## src/logic/fabric_pkg.sv

```systemverilog
package fabric_pkg;

    // register fabric behind the endpoint
    localparam int NUM_SLAVES     = 4;
    localparam int REGS_PER_SLAVE = 4;

    // address word split: slave in [3:2], register in [1:0]
    localparam int SLAVE_W = 2;
    localparam int REG_W   = 2;
    localparam int ADDR_W  = SLAVE_W + REG_W;

    // total number of addressable words
    localparam int SPACE_WORDS = NUM_SLAVES * REGS_PER_SLAVE;

endpackage

```

## src/logic/ipbus_pkg.sv

```systemverilog
package ipbus_pkg;

    // protocol version carried in every header
    localparam logic [3:0] IPBUS_VERSION = 4'd2;

    // transaction types
    localparam logic [3:0] TYPE_READ  = 4'd0;
    localparam logic [3:0] TYPE_WRITE = 4'd1;

    // info codes, request in and response out
    localparam logic [3:0] INFO_REQUEST     = 4'hf;
    localparam logic [3:0] INFO_OK          = 4'h0;
    localparam logic [3:0] INFO_BAD_HEADER  = 4'h1; // version, info or type wrong
    localparam logic [3:0] INFO_BAD_ADDRESS = 4'h4; // range leaves the register space

    // transaction header as it sits in a stream word
    typedef struct packed {
        logic [3:0]  version; // [31:28]
        logic [11:0] tid;     // echoed in the response
        logic [7:0]  words;   // number of single-word accesses
        logic [3:0]  ttype;
        logic [3:0]  info;
    } ipbus_hdr_t;

    // one stream word, seen as header or as plain data by its place in the packet
    typedef union packed {
        ipbus_hdr_t  hdr;
        logic [31:0] data;
    } ipbus_word_u;

endpackage
```

## src/logic/ipbus_endpoint_top.sv

```systemverilog
`timescale 1ns/10ps

module ipbus_endpoint_top (
    input  logic        clk_ipbus,
    input  logic        reset,
    input  logic        in_tvalid,
    input  logic [31:0] in_tdata,
    input  logic        in_tlast,
    output logic        in_tready,
    output logic        out_tvalid,
    output logic [31:0] out_tdata,
    output logic        out_tlast,
    input  logic        out_tready
);

    logic [fabric_pkg::NUM_SLAVES-1:0]       acc_req;
    logic                                    acc_we;
    logic [fabric_pkg::REG_W-1:0]            acc_reg;
    logic [31:0]                             acc_wdata;
    logic [fabric_pkg::NUM_SLAVES-1:0]       acc_ack;
    logic [fabric_pkg::NUM_SLAVES-1:0][31:0] acc_rdata;
    logic                                    acc_done;
    logic                                    hdr_req;
    logic                                    hdr_ack;
    ipbus_pkg::ipbus_word_u                  hdr_word;

    ipbus_request_decoder decoder (
        .clk_ipbus (clk_ipbus),
        .reset     (reset),
        .in_tvalid (in_tvalid),
        .in_tdata  (in_tdata),
        .in_tlast  (in_tlast),
        .in_tready (in_tready),
        .acc_req   (acc_req),
        .acc_we    (acc_we),
        .acc_reg   (acc_reg),
        .acc_wdata (acc_wdata),
        .acc_done  (acc_done),
        .hdr_req   (hdr_req),
        .hdr_word  (hdr_word),
        .hdr_ack   (hdr_ack)
    );

    // one register bank per slave select value
    for (genvar k = 0; k < fabric_pkg::NUM_SLAVES; k++) begin : g_slave
        ipbus_register_slave slave (
            .clk_ipbus (clk_ipbus),
            .reset     (reset),
            .req       (acc_req[k]),
            .we        (acc_we),
            .reg_sel   (acc_reg),
            .wdata     (acc_wdata),
            .ack       (acc_ack[k]),
            .rdata     (acc_rdata[k])
        );
    end

    ipbus_response_encoder encoder (
        .clk_ipbus  (clk_ipbus),
        .reset      (reset),
        .hdr_req    (hdr_req),
        .hdr_word   (hdr_word),
        .hdr_ack    (hdr_ack),
        .acc_ack    (acc_ack),
        .acc_rdata  (acc_rdata),
        .acc_done   (acc_done),
        .out_tvalid (out_tvalid),
        .out_tdata  (out_tdata),
        .out_tlast  (out_tlast),
        .out_tready (out_tready)
    );

endmodule

```

## src/logic/ipbus_response_encoder.sv

```systemverilog
`timescale 1ns/10ps

module ipbus_response_encoder (
    input  logic                                     clk_ipbus,
    input  logic                                     reset,
    input  logic                                     hdr_req,
    input  ipbus_pkg::ipbus_word_u                   hdr_word,
    output logic                                     hdr_ack,
    input  logic [fabric_pkg::NUM_SLAVES-1:0]        acc_ack,
    input  logic [fabric_pkg::NUM_SLAVES-1:0][31:0]  acc_rdata,
    output logic                                     acc_done,
    output logic                                     out_tvalid,
    output logic [31:0]                              out_tdata,
    output logic                                     out_tlast,
    input  logic                                     out_tready
);

    logic [7:0]  rd_left;      // read words still to send
    logic [7:0]  expect_words;
    logic [31:0] rd_word;
    logic        hdr_busy;     // header sits in the output register
    logic        rd_pend;      // read word sits in the output register
    logic        rd_done;      // read word sent, done held until ack falls
    logic        read_txn;
    logic        ack_any;
    logic        out_xfer;
    logic        hdr_load;
    logic        rd_load;

    assign ack_any  = |acc_ack;
    assign out_xfer = out_tvalid & out_tready;
    assign read_txn = (rd_left != 8'd0) | rd_done;

    // writes complete on ack, reads only once their word is out
    assign acc_done = read_txn ? rd_done : ack_any;

    // only an accepted read carries data words
    assign expect_words = (hdr_word.hdr.ttype == ipbus_pkg::TYPE_READ &&
                           hdr_word.hdr.info == ipbus_pkg::INFO_OK) ? hdr_word.hdr.words : 8'd0;

    assign hdr_load = hdr_req & ~hdr_ack & ~hdr_busy & ~out_tvalid;
    assign rd_load  = ack_any & read_txn & ~rd_pend & ~rd_done & ~out_tvalid;

    always_comb begin
        rd_word = '0;
        for (int k = 0; k < fabric_pkg::NUM_SLAVES; k++) begin
            if (acc_ack[k]) rd_word = rd_word | acc_rdata[k]; // one-hot select
        end
    end

    always_ff @(posedge clk_ipbus) begin
        if (reset) begin
            out_tvalid <= 1'b0;
            out_tlast  <= 1'b0;
            hdr_ack    <= 1'b0;
            hdr_busy   <= 1'b0;
            rd_left    <= '0;
            rd_pend    <= 1'b0;
            rd_done    <= 1'b0;
        end else begin
            if (hdr_ack && !hdr_req) hdr_ack <= 1'b0;
            if (!ack_any) rd_done <= 1'b0;

            if (out_xfer) begin
                out_tvalid <= 1'b0;
                if (hdr_busy) begin
                    hdr_busy <= 1'b0;
                    hdr_ack  <= 1'b1; // header is out, close the hand-off
                end
                if (rd_pend) begin
                    rd_pend <= 1'b0;
                    rd_done <= 1'b1;
                    rd_left <= rd_left - 8'd1;
                end
            end

            // header always goes first, data follows in access order
            if (hdr_load) begin
                out_tvalid <= 1'b1;
                out_tdata  <= hdr_word.data;
                out_tlast  <= (expect_words == 8'd0);
                hdr_busy   <= 1'b1;
                rd_left    <= expect_words;
            end else if (rd_load) begin
                out_tvalid <= 1'b1;
                out_tdata  <= rd_word;
                out_tlast  <= (rd_left == 8'd1);
                rd_pend    <= 1'b1;
            end
        end
    end

endmodule

```

## src/logic/ipbus_register_slave.sv

```systemverilog
`timescale 1ns/10ps

module ipbus_register_slave (
    input  logic                         clk_ipbus,
    input  logic                         reset,
    input  logic                         req,
    input  logic                         we,
    input  logic [fabric_pkg::REG_W-1:0] reg_sel,
    input  logic [31:0]                  wdata,
    output logic                         ack,
    output logic [31:0]                  rdata
);

    logic [31:0] regs [fabric_pkg::REGS_PER_SLAVE];
    logic        start;

    // a request is served once, on the edge where ack rises
    assign start = req & ~ack;

    always_ff @(posedge clk_ipbus) begin
        if (reset) begin
            ack <= 1'b0;
            for (int i = 0; i < fabric_pkg::REGS_PER_SLAVE; i++) begin
                regs[i] <= '0;
            end
        end else begin
            ack <= req; // follows req one cycle late, both edges
            if (start && we) begin
                regs[reg_sel] <= wdata;
            end
        end
    end

    // read word stays stable while ack is high
    always_ff @(posedge clk_ipbus) begin
        if (start) begin
            rdata <= regs[reg_sel];
        end
    end

endmodule

```

## src/logic/ipbus_request_decoder.sv

```systemverilog
`timescale 1ns/10ps

module ipbus_request_decoder (
    input  logic                                 clk_ipbus,
    input  logic                                 reset,
    input  logic                                 in_tvalid,
    input  ipbus_pkg::ipbus_word_u               in_tdata,
    input  logic                                 in_tlast,
    output logic                                 in_tready,
    output logic [fabric_pkg::NUM_SLAVES-1:0]    acc_req,
    output logic                                 acc_we,
    output logic [fabric_pkg::REG_W-1:0]         acc_reg,
    output logic [31:0]                          acc_wdata,
    input  logic                                 acc_done,
    output logic                                 hdr_req,
    output ipbus_pkg::ipbus_word_u               hdr_word,
    input  logic                                 hdr_ack
);

    typedef enum logic [2:0] {S_IDLE, S_ADDR, S_RESP, S_READ, S_WDATA} state_t;

    state_t                          state;
    ipbus_pkg::ipbus_hdr_t           rx_hdr;    // request header as received
    logic [3:0]                      info_q;    // response info code
    logic [fabric_pkg::ADDR_W-1:0]   addr_q;    // address of the next access
    logic [7:0]                      remain_q;  // accesses still to run
    logic                            pkt_last;  // input packet already ended
    logic                            acc_wait;  // req dropped, waiting for done low
    logic                            acc_open;
    logic                            acc_start;
    logic                            in_xfer;
    logic                            hdr_bad;
    logic                            range_bad;
    logic [32:0]                     range_end;

    assign acc_open = (|acc_req) | acc_wait;
    assign in_xfer  = in_tvalid & in_tready;

    assign hdr_bad = (rx_hdr.version != ipbus_pkg::IPBUS_VERSION) |
                     (rx_hdr.info != ipbus_pkg::INFO_REQUEST) |
                     ((rx_hdr.ttype != ipbus_pkg::TYPE_READ) &
                      (rx_hdr.ttype != ipbus_pkg::TYPE_WRITE));

    // base + words checked against the space, one bit wider so it cannot wrap
    assign range_end = {1'b0, in_tdata.data} + 33'(rx_hdr.words);
    assign range_bad = range_end > 33'(fabric_pkg::SPACE_WORDS);

    assign acc_start = (remain_q != 8'd0) &
                       (((state == S_READ) & ~acc_open) | ((state == S_WDATA) & in_xfer));

    always_ff @(posedge clk_ipbus) begin
        if (reset) begin
            state     <= S_IDLE;
            in_tready <= 1'b0;
            acc_req   <= '0;
            acc_we    <= 1'b0;
            acc_wait  <= 1'b0;
            hdr_req   <= 1'b0;
            pkt_last  <= 1'b0;
            remain_q  <= '0;
            addr_q    <= '0;
            info_q    <= '0;
        end else begin
            if (state == S_IDLE) in_tready <= 1'b1; // leaving reset
            if (hdr_req && hdr_ack) hdr_req <= 1'b0;

            if (acc_start) begin
                acc_req   <= {{(fabric_pkg::NUM_SLAVES-1){1'b0}}, 1'b1} <<
                             addr_q[fabric_pkg::ADDR_W-1:fabric_pkg::REG_W];
                acc_we    <= (state == S_WDATA);
                acc_reg   <= addr_q[fabric_pkg::REG_W-1:0];
                acc_wdata <= in_tdata.data;
                addr_q    <= addr_q + 1'b1;
                remain_q  <= remain_q - 8'd1;
            end
            if (|acc_req && acc_done) begin
                acc_req  <= '0;
                acc_wait <= 1'b1;
            end
            if (acc_wait && !acc_done) acc_wait <= 1'b0;

            case (state)
                S_IDLE: begin
                    if (in_xfer) begin
                        rx_hdr <= in_tdata.hdr;
                        if (!in_tlast) state <= S_ADDR; // header-only packets are dropped
                    end
                end
                S_ADDR: begin
                    if (in_xfer) begin
                        in_tready <= 1'b0;
                        pkt_last  <= in_tlast;
                        addr_q    <= in_tdata.data[fabric_pkg::ADDR_W-1:0];
                        state     <= S_RESP;
                        if (hdr_bad) begin
                            info_q   <= ipbus_pkg::INFO_BAD_HEADER;
                            remain_q <= '0;
                        end else if (range_bad) begin
                            info_q   <= ipbus_pkg::INFO_BAD_ADDRESS;
                            remain_q <= '0;
                        end else begin
                            info_q   <= ipbus_pkg::INFO_OK;
                            remain_q <= rx_hdr.words;
                        end
                    end
                end
                S_RESP: begin
                    // previous header hand-off must be fully closed
                    if (!hdr_req && !hdr_ack) begin
                        hdr_req      <= 1'b1;
                        hdr_word.hdr <= '{version: ipbus_pkg::IPBUS_VERSION,
                                         tid:     rx_hdr.tid,
                                         words:   (info_q == ipbus_pkg::INFO_OK) ?
                                                  rx_hdr.words : 8'd0,
                                         ttype:   rx_hdr.ttype,
                                         info:    info_q};
                        if (rx_hdr.ttype == ipbus_pkg::TYPE_READ && remain_q != 8'd0) begin
                            state <= S_READ;
                        end else begin
                            in_tready <= 1'b1;
                            pkt_last  <= 1'b0;
                            state     <= pkt_last ? S_IDLE : S_WDATA;
                        end
                    end
                end
                S_READ: begin
                    if (acc_wait && !acc_done && remain_q == 8'd0) begin
                        in_tready <= 1'b1;
                        pkt_last  <= 1'b0;
                        state     <= pkt_last ? S_IDLE : S_WDATA; // drain any trailing words
                    end
                end
                S_WDATA: begin
                    // with nothing left to write this state just drains up to last
                    if (in_xfer) begin
                        if (remain_q != 8'd0) begin
                            in_tready <= 1'b0;
                            pkt_last  <= in_tlast;
                        end else if (in_tlast) begin
                            state <= S_IDLE;
                        end
                    end
                    if (acc_wait && !acc_done) begin
                        in_tready <= 1'b1;
                        if (pkt_last) begin
                            pkt_last <= 1'b0; // short packet drops missing writes
                            state    <= S_IDLE;
                        end
                    end
                end
                default: state <= S_IDLE;
            endcase
        end
    end

endmodule

```

## config.mk

```make
export PLATFORM = sky130hd
export DESIGN_NAME = ipbus_endpoint_top
export DESIGN_NICKNAME = d
export VERILOG_FILES = /design/src/logic/fabric_pkg.sv /design/src/logic/ipbus_pkg.sv /design/src/logic/ipbus_endpoint_top.sv /design/src/logic/ipbus_response_encoder.sv /design/src/logic/ipbus_register_slave.sv /design/src/logic/ipbus_request_decoder.sv
export SDC_FILE = /design/constraint.sdc
export NUM_CORES = 1
export LEC_CHECK = 0
export BUFFER_PORTS_ARGS = -buffer_cell sky130_fd_sc_hd__buf_2
export CAP_MARGIN = 25
export CORE_ASPECT_RATIO = 1.5
export CORE_MARGIN = 2
export CORE_UTILIZATION = 55
export CTS_CLUSTER_DIAMETER = 150
export CTS_CLUSTER_SIZE = 25
export DETAILED_ROUTE_END_ITERATION = 6
export GPL_ROUTABILITY_DRIVEN = 0
export PLACE_DENSITY = 0.74
export REMOVE_ABC_BUFFERS = 1
export SLEW_MARGIN = 20
export SYNTH_ARGS = -nofsm -noshare
export SYNTH_HDL_FRONTEND = slang
export SYNTH_SLANG_ARGS = --single-unit
```

## constraint.sdc

```tcl
create_clock -name clk_ipbus -period 10.7 [get_ports clk_ipbus]
set_input_delay 1.605 -clock clk_ipbus [delete_from_list [all_inputs] [get_ports clk_ipbus]]
set_output_delay 1.605 -clock clk_ipbus [all_outputs]
set_load 0.005 [all_outputs]
```

==> impl_metrics.tcl <==
set metrics [dict create \
    crit_fanout 91 \
    synth_cells 2176 \
    arrival_ns 4.86 \
    antenna_found_initial 3 \
    synth.cell_area_um2 34060 \
    first_pass_iters 5 \
    slew_viol_final 0 \
    crit_top_cell "buf_4" \
    fmax_ghz 0.2153 \
    synth-seq-cells 808 \
    ir_drop_uv 100.3 \
    finalCriticalPeriod_ns 4.645 \
    status "finished clean" \
    ant_nets 0 \
    grt_busiest_layer "met2" \
    die_area_um2 63970 \
    vias_per_cell 6.557 \
    power_mw 5.387 \
    met2_usage_pct 47.78 \
    synth_fa_ha_area_share_pct 0.4996 \
    path_cells "buf_2, buf_4, nor2b_4, buf_4, buf_4, nand2_1, nor3_2, or2_2" \
    fin_crit_sh_pct 43.41 \
    drc 0 \
    setup_ws_ns 6.055 \
    sequentialPowerShare_pct 65.9 \
    criticalPathCategory "primary input to flop" \
    synth-main-ff-cell "edfxtp_1" \
    pwr-share-clk_pct 30.2 \
    cp_slowest_cell "buf_4" \
    cts_buffers 38 \
    core.rowCount 111 \
    fin_nets 2217 \
    largest_reg_flops 512 \
    grt_max_degree 137 \
    max_stage_delay_ns 0.89 \
    switchingPower_mw 1.120 \
    start_util_pct 55.61 \
    final-hold-violation-count 0 \
    fillers 4455 \
    switching_share_pct 20.78 \
    yosys_warnings 0 \
    max_slew.worst_pin.slew_ns 1.115 \
    synth_edf_count 764 \
    io_pins 72 \
    die_x_um 207.2 \
    syn_area_per_cell_um2 15.65 \
    cp.required_ns 10.91 \
    cts_hold_buf 0 \
    grt_overflow 0 \
    clk_latency_ns 0.58 \
    synth-simple-area-share_pct 13.65 \
    max_flop_register "g_slave.slave.regs" \
    layout.cells.non_filler 2973 \
    cts_root_buf "clkbuf_16" \
    clock-sinks 808 \
    cts.path.max_buffers 3 \
    rsz0062_at_grt "no" \
    end_kind "flop" \
    finClkSkew_ns 0.02219 \
    postCtsSetupBuffers 0 \
    hpwl_um 50670 \
    hp-class "flop to flop" \
    detail_route.wl_per_cell_um 29.23 \
    grt_use_met3_pct 3.137 \
    timing.slew.headroom_pct 25.67 \
    core_um2 61250 \
    power.leakage_nw 12.94 \
    ys_seq_area_share_pct 69.95 \
    fin_util_pct 59.52 \
    tritoncts "yes" \
    io_buffers 71 \
    async_reset_ff_share_pct 0 \
    path_clk_slew_ns 0.10 \
    drv_cap 0 \
    combPwrFrac_pct 3.9 \
    vias 19500 \
    p_per_area_nw_per_um2 147.8 \
    internal_power_mw 4.267 \
    fin_tns_setup_ns 0 \
    synth-compound-area-share_pct 4.574 \
    grt_use_met1_pct 33.80 \
    place_ws_ns 5.503 \
    drt-total-wl_um 86910 \
    syn_to_final_growth_pct 7.046 \
    grt_pass1_wl_um 128300 \
    synth_top_family_by_area "simple AND/OR/NAND/NOR gates" \
    first_iter_violations 2113 \
    htree_levels 2 \
    fp.dieH_um 308.8 \
    track_usage_pct 27.32 \
    synth.area.mux_share_pct 8.582 \
    dp_cells 2917 \
    start_kind "primary input" \
    yosysUniqueCellTypes 70 \
    drive_above_1_share_pct 15.77 \
    cts_resized 0 \
    setup_violations 0 \
    largestRegisters "g_slave.slave.regs: 512 flops, g_slave.slave.rdata: 128 flops" \
    grt_pass1_vias 19930 \
    synth_xor_area_share_pct 0.6429 \
]
## through the flow
step	hold WS [ns]	area, um2
6_report	0.4365	36460
5_1_grt	0.4444	36460
4_1_cts	0.4355	36430
3_5_place_dp	0.4120	35370
3_3_place_gp	0.4047	35270
2_1_floorplan	0.4003	33430
## area by class of cell
type                            count  area [um2]  share of cell area (%)
Clock inverter                      2       28.78                 0.07893
Timing Repair Buffer              116       790.8                   2.169
Clock buffer                       52        1025                   2.811
Inverter                           24       90.09                  0.2471
Antenna cell                        1       2.502                0.006864
Multi-Input combinational cell   1179        9703                   26.61
Sequential cell                   808       23830                   65.36
Tap cell                          791       989.7                   2.715
## power groups by stage
stage | Clock [mW] | Sequential [mW] | Combinational (mW)
finish | 1.63 | 3.55 | 0.211
global route | 1.74 | 3.56 | 0.221
CTS | 1.64 | 3.55 | 0.210
detailed placement | 0 | 3.62 | 0.210
global placement | 0 | 3.61 | 0.202
floorplan | 0 | 3.61 | 0.108
## cells in the mapped netlist, drive strengths merged, types with 2 or more instances
cell type / count / share of area, %
edfxtp: 764 / 67
and2: 386 / 7.1
clkbuf: 148 / 1.6
and3: 132 / 2.4
mux4: 128 / 8.5
nor2: 85 / 0.94
a22oi: 73 / 1.6
dfxtp: 44 / 2.6
nand2: 39 / 0.43
nor3: 31 / 0.47
a21oi: 30 / 0.47
a31oi: 29 / 0.55
inv: 24 / 0.26
o21ai: 23 / 0.34
nand3: 22 / 0.32
buf: 17 / 0.21
xor2: 17 / 0.44
nor4: 16 / 0.37
nand2b: 15 / 0.28
nand4: 13 / 0.28
ha: 12 / 0.44
o21bai: 12 / 0.26
a211oi: 10 / 0.26
or2: 9 / 0.17
nor2b: 8 / 0.15
xnor2: 8 / 0.21
or3: 7 / 0.13
or4: 7 / 0.15
o211ai: 6 / 0.15
a311oi: 5 / 0.13
nand4b: 5 / 0.13
o21a: 5 / 0.11
o31ai: 5 / 0.11
mux2i: 4 / 0.12
nor3b: 4 / 0.088
nor4b: 3 / 0.077
a211o: 2 / 0.051
a21boi: 2 / 0.044
a22o: 2 / 0.051
a41oi: 2 / 0.051
o2bb2ai: 2 / 0.051
o311ai: 2 / 0.051
or3b: 2 / 0.059
or4b: 2 / 0.059
## critical path, delay by kind of cell
family | cells | cell delay [ns]
buffers and inverters | 4 | 1.70
AND/OR/NAND/NOR | 4 | 1.43
## cells by family after synthesis
| family | after synthesis |
|---|---|
| AOI/OAI and AO/OA | 221 |
| xor gates and xnor gates | 25 |
| adders and majority gates | 13 |
| buffers and inverters | 189 |
| DFF | 808 |
| muxes | 132 |
| and+or+nand+nor | 788 |
## layer usage
| metal | vias to the layer above | routed length [um] |
|---|---|---|
| met5 | - | 11 |
| li1 | 8228 | - |
| met2 | 1140 | 44820 |
| met4 | 2 | 4688 |
| met1 | 9872 | 30180 |
| met3 | 253 | 7196 |
## final timing paths
path,start,endpoint,slack (ns),cells past startpoint
max,reset,g_slave[2].slave.regs[0][23],6.05,8
min reg2reg,decoder.rx_hdr[17],decoder.hdr_word[17],0.44,0
min,decoder.rx_hdr[17],decoder.hdr_word[17],0.44,0
max reg2reg,g_slave[3].slave.ack,g_slave[3].slave.regs[2][31],6.73,8
## cells in the final DEF, fill, tap and decap left out, types with 28 or more instances in the layout
cell,n
a21oi_1,29
a22oi_1,73
a31oi_1,28
and2_1,386
and3_1,132
buf_2,71
buf_4,39
clkbuf_16,39
dfxtp_1,40
edfxtp_1,764
mux4_2,128
nand2_1,39
nor2_1,75
No activity file was read; power rests on OpenSTA's default activity.
